[src/common/rob_pkg.sv]
`default_nettype none

package rob_pkg;

  // ##################################################
  // widths and buffer depth
  // ##################################################

  localparam int xlen      = 32;             // data and address width.
  localparam int rob_depth = 16;             // records in the buffer.
  localparam int rob_ptr_w = 4;              // log2 of rob_depth.
  localparam int cnt_w     = rob_ptr_w + 1;  // occupancy, 0 up to rob_depth.
  localparam int areg_w    = 5;              // architectural register number.

  // ##################################################
  // encodings
  // ##################################################

  // a record moves empty_slot -> waiting -> completed -> empty_slot,
  // or to ignore when a jump it depends on was mispredicted.
  typedef enum logic [1:0] {
    empty_slot = 2'd0,
    waiting    = 2'd1,  // issued, result not back yet.
    completed  = 2'd2,  // result stored, may retire.
    ignore     = 2'd3   // flushed, popped without commit.
  } rob_status_e;

  // class presented on an issue port.
  typedef enum logic [1:0] {
    none = 2'd0,  // nothing issued this cycle.
    alu  = 2'd1,
    mem  = 2'd2,  // writes go to the cache on commit.
    jump = 2'd3   // resolved at retirement.
  } instr_class_e;

endpackage

`default_nettype wire

[src/reorder_buffer/commit_arbiter.sv]
`timescale 1ns/1ps
`default_nettype none

module commit_arbiter (
  input  logic global_bus,
  input  logic rst,
  input  logic head_request,
  input  logic commit_busy [2],
  output logic bus_granted,
  output logic bus_selected
);

  logic last_bus;  // bus of the most recent grant.
  logic any_free;

  // ##################################################
  // grant
  // ##################################################

  assign any_free    = !(commit_busy[0] && commit_busy[1]);
  assign bus_granted = head_request && any_free;

  always_comb begin
    if (commit_busy[0]) begin
      bus_selected = 1'b1;  // only bus 1 free.
    end else if (commit_busy[1]) begin
      bus_selected = 1'b0;  // only bus 0 free.
    end else begin
      bus_selected = !last_bus;  // both free, rotate.
    end
  end

  // ##################################################
  // round-robin pointer
  // ##################################################

  // starts at 1 so that bus 0 wins the first tie.
  always_ff @(posedge global_bus) begin
    if (rst) begin
      last_bus <= 1'b1;
    end else if (bus_granted) begin
      last_bus <= bus_selected;
    end
  end

endmodule

`default_nettype wire

[src/reorder_buffer/jump_resolver.sv]
`timescale 1ns/1ps
`default_nettype none

module jump_resolver (
  input  logic                     global_bus,
  input  logic                     rst,
  input  logic                     bus_granted,
  input  logic                     head_is_jump,
  input  logic [rob_pkg::xlen-1:0] head_pc,
  input  logic [rob_pkg::xlen-1:0] head_target,
  output logic                     mispredict,
  output logic                     redirect_valid,
  output logic [rob_pkg::xlen-1:0] redirect_pc,
  output logic                     clear_tag,
  output logic                     delete_tag
);
  import rob_pkg::*;

  logic [xlen-1:0] fall_through;
  logic            jump_retiring;

  // ##################################################
  // decision
  // ##################################################

  // fetch always predicts not taken.
  assign fall_through  = head_pc + xlen'(4);
  assign jump_retiring = bus_granted && head_is_jump;
  assign mispredict    = jump_retiring && (head_target != fall_through);

  // ##################################################
  // strobes, aligned with commit_valid
  // ##################################################

  always_ff @(posedge global_bus) begin
    if (rst) begin
      redirect_valid <= 1'b0;
      redirect_pc    <= '0;
      clear_tag      <= 1'b0;
      delete_tag     <= 1'b0;
    end else begin
      redirect_valid <= mispredict;
      redirect_pc    <= mispredict ? head_target : '0;  // zero when idle.
      delete_tag     <= mispredict;
      clear_tag      <= jump_retiring && !mispredict;
    end
  end

endmodule

`default_nettype wire

[src/reorder_buffer/reorder_buffer.sv]
`timescale 1ns/1ps
`default_nettype none

module reorder_buffer (
  input  logic                       global_bus,
  input  logic                       rst,
  input  rob_pkg::instr_class_e      issue_class [2],
  input  logic [rob_pkg::xlen-1:0]   issue_pc [2],
  input  logic [rob_pkg::areg_w-1:0] issue_rd [2],
  input  logic                       issue_writes [2],
  input  logic                       issue_spec [2],
  input  logic                       cdb_valid [2],
  input  logic [rob_pkg::xlen-1:0]   cdb_pc [2],
  input  logic [rob_pkg::xlen-1:0]   cdb_result [2],
  input  logic [rob_pkg::xlen-1:0]   cdb_jmp_target [2],
  input  logic                       commit_busy [2],
  output logic                       commit_valid [2],
  output logic [rob_pkg::xlen-1:0]   commit_pc [2],
  output logic [rob_pkg::xlen-1:0]   commit_result [2],
  output logic [rob_pkg::areg_w-1:0] commit_rd [2],
  output logic                       commit_reg_write [2],
  output logic                       commit_mem_write [2],
  output logic                       redirect_valid,
  output logic [rob_pkg::xlen-1:0]   redirect_pc,
  output logic                       clear_tag,
  output logic                       delete_tag,
  output logic                       full
);
  import rob_pkg::*;

  rob_status_e      rec_status [rob_depth];
  logic             rec_spec   [rob_depth];
  instr_class_e     rec_class  [rob_depth];
  logic [xlen-1:0]  rec_pc     [rob_depth];
  logic [xlen-1:0]  rec_result [rob_depth];
  logic [xlen-1:0]  rec_target [rob_depth];
  logic [areg_w-1:0] rec_rd    [rob_depth];
  logic             rec_writes [rob_depth];

  logic [rob_ptr_w-1:0] head;
  logic [rob_ptr_w-1:0] tail;
  logic [cnt_w-1:0]     count;
  logic [cnt_w-1:0]     free_slots;

  logic                 issue_en [2];
  logic [rob_ptr_w-1:0] wr_ptr [2];
  logic [1:0]           n_alloc;
  logic                 cdb_match [2][rob_depth];

  logic head_request;
  logic head_is_jump;
  logic pop;
  logic bus_granted;
  logic bus_selected;
  logic mispredict;
  logic spec_clear;
  logic spec_flush;

  // ##################################################
  // allocation and occupancy
  // ##################################################

  always_comb begin
    for (int i = 0; i < 2; i++) begin
      issue_en[i] = (issue_class[i] != none);
    end
  end

  assign n_alloc   = {1'b0, issue_en[0]} + {1'b0, issue_en[1]};
  assign wr_ptr[0] = tail;
  assign wr_ptr[1] = issue_en[0] ? tail + rob_ptr_w'(1) : tail;  // port 0 is older.

  assign free_slots = cnt_w'(rob_depth) - count;
  assign full       = (free_slots < cnt_w'(2));

  always_ff @(posedge global_bus) begin
    if (rst) begin
      head  <= '0;
      tail  <= '0;
      count <= '0;
    end else begin
      head  <= head + rob_ptr_w'(pop);
      tail  <= tail + rob_ptr_w'(n_alloc);
      count <= count + cnt_w'(n_alloc) - cnt_w'(pop);
    end
  end

  // ##################################################
  // record state
  // ##################################################

  always_comb begin
    for (int i = 0; i < 2; i++) begin
      for (int j = 0; j < rob_depth; j++) begin
        cdb_match[i][j] = cdb_valid[i] && (rec_status[j] == waiting) &&
                          (rec_pc[j] == cdb_pc[i]);
      end
    end
  end

  assign spec_clear = bus_granted && head_is_jump && !mispredict;
  assign spec_flush = mispredict;

  always_ff @(posedge global_bus) begin
    if (rst) begin
      for (int j = 0; j < rob_depth; j++) begin
        rec_status[j] <= empty_slot;
        rec_spec[j]   <= 1'b0;
      end
    end else begin
      for (int j = 0; j < rob_depth; j++) begin
        for (int i = 0; i < 2; i++) begin
          if (cdb_match[i][j]) rec_status[j] <= completed;
        end
        if (rec_spec[j] && spec_flush) begin
          rec_status[j] <= ignore;  // flush wins over a late completion.
          rec_spec[j]   <= 1'b0;
        end else if (rec_spec[j] && spec_clear) begin
          rec_spec[j] <= 1'b0;
        end
      end
      for (int i = 0; i < 2; i++) begin
        if (issue_en[i]) begin
          rec_status[wr_ptr[i]] <= (issue_spec[i] && spec_flush) ? ignore : waiting;
          rec_spec[wr_ptr[i]]   <= issue_spec[i] && !spec_flush && !spec_clear;
        end
      end
      if (pop) rec_status[head] <= empty_slot;
    end
  end

  always_ff @(posedge global_bus) begin
    for (int j = 0; j < rob_depth; j++) begin
      for (int i = 0; i < 2; i++) begin
        if (cdb_match[i][j]) begin
          rec_result[j] <= cdb_result[i];
          rec_target[j] <= cdb_jmp_target[i];
        end
      end
    end
    for (int i = 0; i < 2; i++) begin
      if (issue_en[i]) begin
        rec_class[wr_ptr[i]]  <= issue_class[i];
        rec_pc[wr_ptr[i]]     <= issue_pc[i];
        rec_rd[wr_ptr[i]]     <= issue_rd[i];
        rec_writes[wr_ptr[i]] <= issue_writes[i];
      end
    end
  end

  // ##################################################
  // head retirement
  // ##################################################

  assign head_request = (rec_status[head] == completed);
  assign head_is_jump = (rec_class[head] == jump);
  assign pop          = (rec_status[head] == ignore) || bus_granted;

  commit_arbiter i_commit_arbiter (
    .global_bus   (global_bus),
    .rst          (rst),
    .head_request (head_request),
    .commit_busy  (commit_busy),
    .bus_granted  (bus_granted),
    .bus_selected (bus_selected)
  );

  jump_resolver i_jump_resolver (
    .global_bus     (global_bus),
    .rst            (rst),
    .bus_granted    (bus_granted),
    .head_is_jump   (head_is_jump),
    .head_pc        (rec_pc[head]),
    .head_target    (rec_target[head]),
    .mispredict     (mispredict),
    .redirect_valid (redirect_valid),
    .redirect_pc    (redirect_pc),
    .clear_tag      (clear_tag),
    .delete_tag     (delete_tag)
  );

  for (genvar i = 0; i < 2; i++) begin : g_commit
    always_ff @(posedge global_bus) begin
      if (rst || !(bus_granted && (bus_selected == 1'(i)))) begin
        commit_valid[i]     <= 1'b0;  // idle bus reads as zero.
        commit_pc[i]        <= '0;
        commit_result[i]    <= '0;
        commit_rd[i]        <= '0;
        commit_reg_write[i] <= 1'b0;
        commit_mem_write[i] <= 1'b0;
      end else begin
        commit_valid[i]     <= 1'b1;
        commit_pc[i]        <= rec_pc[head];
        commit_result[i]    <= rec_result[head];
        commit_rd[i]        <= rec_rd[head];
        commit_reg_write[i] <= rec_writes[head];
        commit_mem_write[i] <= (rec_class[head] == mem) && rec_writes[head];
      end
    end
  end

endmodule

`default_nettype wire

[src/hdl/rob_top.sv]
`timescale 1ns/1ps
`default_nettype none

module rob_top (
  input  logic                       global_bus,
  input  logic                       rst,
  input  rob_pkg::instr_class_e      issue_class [2],
  input  logic [rob_pkg::xlen-1:0]   issue_pc [2],
  input  logic [rob_pkg::areg_w-1:0] issue_rd [2],
  input  logic                       issue_writes [2],
  input  logic                       issue_spec [2],
  input  logic                       cdb_valid [2],
  input  logic [rob_pkg::xlen-1:0]   cdb_pc [2],
  input  logic [rob_pkg::xlen-1:0]   cdb_result [2],
  input  logic [rob_pkg::xlen-1:0]   cdb_jmp_target [2],
  input  logic                       commit_busy [2],
  output logic                       commit_valid [2],
  output logic [rob_pkg::xlen-1:0]   commit_pc [2],
  output logic [rob_pkg::xlen-1:0]   commit_result [2],
  output logic [rob_pkg::areg_w-1:0] commit_rd [2],
  output logic                       commit_reg_write [2],
  output logic                       commit_mem_write [2],
  output logic                       redirect_valid,
  output logic [rob_pkg::xlen-1:0]   redirect_pc,
  output logic                       clear_tag,
  output logic                       delete_tag,
  output logic                       full
);

  // ##################################################
  // retirement block
  // ##################################################

  reorder_buffer i_reorder_buffer (
    .global_bus       (global_bus),
    .rst              (rst),
    .issue_class      (issue_class),
    .issue_pc         (issue_pc),
    .issue_rd         (issue_rd),
    .issue_writes     (issue_writes),
    .issue_spec       (issue_spec),
    .cdb_valid        (cdb_valid),
    .cdb_pc           (cdb_pc),
    .cdb_result       (cdb_result),
    .cdb_jmp_target   (cdb_jmp_target),
    .commit_busy      (commit_busy),
    .commit_valid     (commit_valid),
    .commit_pc        (commit_pc),
    .commit_result    (commit_result),
    .commit_rd        (commit_rd),
    .commit_reg_write (commit_reg_write),
    .commit_mem_write (commit_mem_write),
    .redirect_valid   (redirect_valid),
    .redirect_pc      (redirect_pc),
    .clear_tag        (clear_tag),
    .delete_tag       (delete_tag),
    .full             (full)
  );

endmodule

`default_nettype wire

[config.mk]
export PLATFORM = sky130hd
export DESIGN_NAME = rob_top
export DESIGN_NICKNAME = d
export VERILOG_FILES = /design/src/common/rob_pkg.sv /design/src/reorder_buffer/commit_arbiter.sv /design/src/reorder_buffer/jump_resolver.sv /design/src/reorder_buffer/reorder_buffer.sv /design/src/hdl/rob_top.sv
export SDC_FILE = /design/constraint.sdc
export NUM_CORES = 2
export LEC_CHECK = 0
export BUFFER_PORTS_ARGS = -buffer_cell sky130_fd_sc_hd__buf_4
export CAP_MARGIN = 5
export CORE_MARGIN = 4
export CORE_UTILIZATION = 55
export CTS_CLUSTER_SIZE = 10
export DETAILED_ROUTE_END_ITERATION = 16
export PLACE_DENSITY = 0.72
export SYNTH_ARGS = -nofsm -noshare
export SYNTH_HDL_FRONTEND = slang
export SYNTH_SLANG_ARGS = --single-unit
[constraint.sdc]
create_clock -name global_bus -period 30.6 [get_ports global_bus]
set_clock_uncertainty 0.15 [all_clocks]
set_input_delay 7.65 -clock global_bus [delete_from_list [all_inputs] [get_ports global_bus]]
set_output_delay 7.65 -clock global_bus [all_outputs]
set_load 0.005 [all_outputs]
# [Word-level counts from Yosys, hierarchy flattened]
# Memories as Yosys holds them, arrays and structs flattened. A register that Yosys moved wholly into a read port is not among the register bits.
# Index checks and enable logic that the tools add are counted.
[word_totals] reg_bits=192 ram_bits=1712 in_bits=280 output_inout_bits=180 wordCells=704 n_memories=8
[op_classes] addsub=8 order_cmp=1 n_eq_ne=53 mux=379 bitwise=114 n_reduce_logical=122
[mem_list] name="i_reorder_buffer.rec_pc" depth=16 word_bits=32 rd=17 rd_clocked_by_memory_dff=1 wr=2 line_no="reorder_buffer.sv:34" text="logic [xlen-1:0] rec_pc [rob_depth];"
[mem_list] name="i_reorder_buffer.rec_result" depth=16 word_bits=32 rd=1 rd_clocked_by_memory_dff=1 wr=16 line_no="reorder_buffer.sv:35" text="logic [xlen-1:0] rec_result [rob_depth];"
[mem_list] name="i_reorder_buffer.rec_target" depth=16 word_bits=32 rd=1 rd_clocked_by_memory_dff=1 wr=16 line_no="reorder_buffer.sv:36" text="logic [xlen-1:0] rec_target [rob_depth];"
[mem_list] name="i_reorder_buffer.rec_rd" depth=16 word_bits=5 rd=1 rd_clocked_by_memory_dff=1 wr=2 line_no="reorder_buffer.sv:37" text="logic [areg_w-1:0] rec_rd [rob_depth];"
[mem_list] name="i_reorder_buffer.rec_class" depth=16 word_bits=2 rd=1 rd_clocked_by_memory_dff=1 wr=2 line_no="reorder_buffer.sv:33" text="instr_class_e rec_class [rob_depth];"
[mem_list] name="i_reorder_buffer.rec_status" depth=16 word_bits=2 rd=17 rd_clocked_by_memory_dff=1 wr=19 line_no="reorder_buffer.sv:31" text="rob_status_e rec_status [rob_depth];"
[mem_list] name="2 more memories"
[ops] cell="32-bit == test" n=32
[ops] cell="32-bit two-way mux" n=32
[ops] cell="1-bit two-way mux" n=289
[ops] cell="1-bit OR" n=112
[ops] cell="1-bit logical AND" n=110
[ops] cell="2-bit two-way mux" n=50
[ops] cell="32-bit by 3-bit adder with 32-bit output (second input constant)" n=1
[ops] cell="2-bit by 1-bit == test with 1-bit output (second input constant)" n=16
[ops] cell="4-bit two-way mux" n=8
[ops] cell="32-bit inequality test" n=1
[ops] cell="2-bit == test (second input constant)" n=4
[ops] cell="1-bit zero test" n=6
[ops] cell="5-bit by 2-bit adder with 5-bit output" n=1
[ops] cell="5-bit by 2-bit < comparator with 1-bit output (second input constant)" n=1
[ops] cell="5-bit by 1-bit subtractor with 5-bit output" n=1
[ops] cell="5-bit subtractor (first input constant)" n=1
[ops] cell="4-bit by 1-bit adder with 4-bit output" n=1
[ops] cell="4-bit by 1-bit adder with 4-bit output (second input constant)" n=1
[ops] cell="4-bit by 2-bit adder with 4-bit output" n=1
[ops] cell="2-bit nonzero test" n=2
[ops] cell="1-bit logical OR" n=3
[ops] cell="1-bit by 1-bit adder with 2-bit output" n=1
[ops] cell="1-bit NOT" n=2
[ops] cell="2-bit OR reduction" n=1

# [Depth between registers and ports, before layout]
[depth] depth_word=13 ltp_mapped=23 ltp_nobuf=14

# [Hierarchy]
# A second synthesis with hierarchy kept.
[hier_totals] hier_cells=7569 area_unflattened_um2=105238.4
[modules_own_cells] mod="reorder_buffer" instances=1 cells_per_inst=7295 area_per_inst_um2=103053.8 seq_area_each_um2=54232.0
[modules_own_cells] mod="jump_resolver" instances=1 cells_per_inst=267 area_per_inst_um2=2118.3 seq_area_each_um2=680.7
[modules_own_cells] mod="commit_arbiter" instances=1 cells_per_inst=7 area_per_inst_um2=66.3 seq_area_each_um2=20.0

# [Worst setup path before layout]
# Ideal clock, no wire load.
[synth_timing] kind="input -> register" startpoint="in cdb_pc[53] (netlist bit)" endpoint="mem i_reorder_buffer.rec_status[8][1] (netlist bit)" setup_ns=0.080 t_arrival_ns=17.079 required_ns=30.370 path_slack_ns=13.291 stages=11 path_buffers=2 cell_sequence="clkbuf_1 -> buf_1 -> xor2_1 -> nor4_1 -> nand2_1 -> o41ai_1 -> a21boi_0 -> o22a_1 -> a31oi_1 -> o22ai_1 -> a22oi_1"
[synth_rtl] item="from (decl)" line_no="rob_top.sv:13" text="input logic [rob_pkg::xlen-1:0] cdb_pc [2],"
[synth_rtl] item="to (decl)" line_no="reorder_buffer.sv:31"

==> reports/results.txt <==
status: finished, violations left
failing checks: slew limit
Crit Path Max Fanout: 37
synthesized cell area: 106000 sq um
Cell variety after synth: 95
worst setup path startpoint: cdb_pc[46]
vias in the first global route: 72100
Setup crit start kind: input port
Worst-Skew Late Latency: 0.88 ns
WP depth: 8
CP Class: input port to register
r2r worst-path depth: 15
Max Fclk: 86.5 MHz
via-per-instance ratio: 7.17
TritonRoute pass-1 iters: 13
CP endpoint kind: register
total core area: 191000 sq um
P&R area growth vs syn: 11.2%
# Max-Cap Violations: 0
Peak VDD IR: 0.0706 mV
clk sinks: 1904
clock-pin slew on the worst setup and hold paths: 0.06 ns
Inserted Clock Buffers: 216
CP endpoint: i_reorder_buffer.rec_target[4][4]
syn nets: 8017
worst r2r src: i_reorder_buffer.head[0]
Layout Nets: 8132
Worst Hold Class: register to register
total wire length: 462 mm
fin crit share: 0.378
pre-CTS WS: 18.45 ns
Yosys reg bits: 1904
Power Density: 60.9 nW/um^2
max incr delay on CP: 1.05 ns
Seq/Total Area, Yosys: 0.519
most common flop cell mapped by yosys: edfxtp_1
PortBufs: 459
Initial DRC Count: 12900
Slowest-stage cell, CP: nor4_1
Hold Vio Cnt, Final: 0
antenna-violating nets left: 0
Post-CTS Setup Repair Bufs: 0
drt wl/cell: 43.8 um
Async SR Flop Fraction: 0
H-tree levels: 4
Layout Utilization: 0.617
Post-DP HPWL: 311 mm
Chip Height: 447 um
final setup violating endpoints: 0
filler instances: 14500
row cnt: 160
Hold-fix buffers, CTS: 0
worst hold slack: 0.356 ns
Ys Warns: 0
GRT Total Usage: 0.456
min Tclk post-route: 11.56 ns
critical-path cell list: buf_4, xor2_1, nor4_1, nand4_1, nor4_1, nand4_1, nand2_4, buf_4
final setup TNS: 0 ns
r2r setup slk: 22.23 ns
leak pwr: 39.6 nW
CTS tree: built
global-route wire length before repair: 621 mm
Bufs and invs on worst path: 2
total power: 7.16 mW
clk buf depth: 3
# IOs: 460
initial antenna violation count: 41
Die Wd: 447 um
pin count of the biggest net entering global routing: 91
Slew @ Worst Pin: 1.53 ns
Worst path top cell family by delay: simple AND/OR/NAND/NOR gates
relative slew slack: -0.0168
fin worst setup slack: 19.04 ns
EDFF count, synth: 1680
cts repair resizes: 0
layout cells sized above 1: 0.359
Final Max Tran Viols: 4
die area: 199000 sq um
Via Count: 75700
post-synthesis cell count: 7717
Initial Util: 0.555
DR DRC count: 0
Post-Syn Area per Cell: 13.7 sq um
routability congestion estimate: 1.13
WP data arrival: 11.91 ns
worst path required time: 30.95 ns
root buffer cell: clkbuf_16
GRT overflow: 0
RR Endpoint: i_reorder_buffer.rec_status[12][1]
RSZ-0062 raised after global routing: false
-- sequential cells by signal (all words and copies together), names as in the netlist --
name / cells
i_reorder_buffer.tail: 4
i_reorder_buffer.commit_valid: 2
i_reorder_buffer.i_jump_resolver.delete_tag: 1
i_reorder_buffer.commit_result: 64
i_reorder_buffer.rec_result: 512
i_reorder_buffer.i_jump_resolver.clear_tag: 1
i_reorder_buffer.i_jump_resolver.redirect_pc: 32
i_reorder_buffer.head: 4
i_reorder_buffer.rec_rd: 80
i_reorder_buffer.commit_mem_write: 2
i_reorder_buffer.rec_status: 32
i_reorder_buffer.commit_reg_write: 2
i_reorder_buffer.rec_writes: 16
i_reorder_buffer.commit_pc: 64
i_reorder_buffer.commit_rd: 10
i_reorder_buffer.i_commit_arbiter.last_bus: 1
i_reorder_buffer.rec_spec: 16
i_reorder_buffer.count: 5
i_reorder_buffer.rec_pc: 512
i_reorder_buffer.rec_target: 512
i_reorder_buffer.rec_class: 32
-- worst register-to-register path, stage by stage, from the launching register on --
cell      delay [ns]
dfxtp_4         0.81
buf_4           0.80
buf_4           0.56
buf_4           0.53
mux4_1          0.73
a22o_1          0.32
a221oi_1        1.17
xor2_1          0.27
nor4_1          0.29
a21oi_1         0.07
mux2_4          0.32
nor4_4          0.74
nand3_4         0.39
buf_4           0.44
a21oi_1         0.47
a221oi_1        0.15
-- Yosys cell counts (48+ instances only) --
| library cell | number | area (sq um) |
|---|---|---|
| edfxtp_1 | 1680 | 50400 |
| mux2_2 | 1442 | 16200 |
| nand2_1 | 809 | 3040 |
| xor2_1 | 644 | 5640 |
| clkbuf_1 | 556 | 2090 |
| mux4_2 | 468 | 10500 |
| xnor2_1 | 425 | 3720 |
| dfxtp_1 | 224 | 4480 |
| nor4_1 | 191 | 1190 |
| nor2_1 | 164 | 616 |
| nand4_1 | 146 | 913 |
| a21oi_1 | 90 | 450 |
| buf_1 | 80 | 300 |
| and3_1 | 68 | 425 |
| nor3_1 | 57 | 285 |
| and2_1 | 55 | 344 |
| inv_1 | 54 | 203 |
| a22o_1 | 48 | 420 |
-- kinds of logic after synthesis --
kind of cell               share of synthesized area
and+or+nand+nor                               0.0752
DFF                                            0.519
muxes                                          0.260
adders and majority gates                    0.00251
xor gates and xnor gates                      0.0885
buffers and inverters                         0.0310
AOI/OAI and AO/OA                             0.0242
-- per-layer routing --
layer / vias up / part of all wire / track usage
met4: 20 / 0.073 / 0.258
met3: 1301 / 0.14 / 0.164
li1: 29400 / - / -
met1: 38700 / 0.37 / 0.607
met2: 6290 / 0.42 / 0.647
met5: - / 0.00026 / 0
-- cell usage in the layout (no fill, tap or decap), types with 29 or more instances in the layout --
| cell | netlist | layout |
|---|---|---|
| nor2_1 | 164 | 161 |
| a31oi_1 | 32 | 32 |
| nand2_1 | 809 | 780 |
| and3_1 | 68 | 66 |
| a22o_1 | 48 | 48 |
| inv_1 | 54 | 49 |
| edfxtp_1 | 1680 | 1680 |
| nand3_1 | 38 | 37 |
| dfxtp_1 | 224 | 220 |
| xnor2_1 | 425 | 425 |
| nor3_1 | 57 | 53 |
| buf_4 | 12 | 611 |
| mux2_2 | 1442 | 1442 |
| clkbuf_16 | 0 | 217 |
| clkbuf_1 | 556 | 150 |
| and2_1 | 55 | 53 |
| nor4_1 | 191 | 176 |
| mux4_2 | 468 | 468 |
| xor2_1 | 644 | 644 |
| nand4_1 | 146 | 146 |
| a21oi_1 | 90 | 90 |
| a22oi_1 | 45 | 45 |
| o21ai_0 | 41 | 29 |
-- worst min-delay path by stage --
stage / cells after the start / from / endpoint
5_1_grt: 2 / i_reorder_buffer.rec_status[8][0] / i_reorder_buffer.rec_status[8][0]
6_report: 2 / i_reorder_buffer.i_commit_arbiter.last_bus / i_reorder_buffer.i_commit_arbiter.last_bus
3_3_place_gp: 2 / i_reorder_buffer.i_commit_arbiter.last_bus / i_reorder_buffer.i_commit_arbiter.last_bus
3_5_place_dp: 2 / i_reorder_buffer.i_commit_arbiter.last_bus / i_reorder_buffer.i_commit_arbiter.last_bus
2_1_floorplan: 2 / i_reorder_buffer.rec_status[8][0] / i_reorder_buffer.rec_status[8][0]
4_1_cts: 2 / i_reorder_buffer.rec_status[8][0] / i_reorder_buffer.rec_status[8][0]
-- per-stage QoR --
stage | area, sq um | instances
floorplan | 106000 | 7717
CTS | 118000 | 10500
finish | 118000 | 10600
detailed placement | 111000 | 10100
global placement | 111000 | 10100
global route | 118000 | 10500
-- cell type report --
class	instances	area [sq um]	share of cell area
Clock inverter	30	532	0.00452
Timing Repair Buffer	614	4650	0.0395
Antenna cell	27	67.6	0.000574
Sequential cell	1904	54900	0.467
Clock buffer	370	6030	0.0513
Inverter	54	213	0.00181
Multi-Input combinational cell	5042	48100	0.409
Tap cell	2511	3140	0.0267
-- power by group --
part	internal (mW)	switching, mW	leakage (nW)
registers	2.95	0.155	17.0
logic	0.608	0.983	19.5
clock network	1.37	1.09	3.10
(Power assumes the default switching activity.)
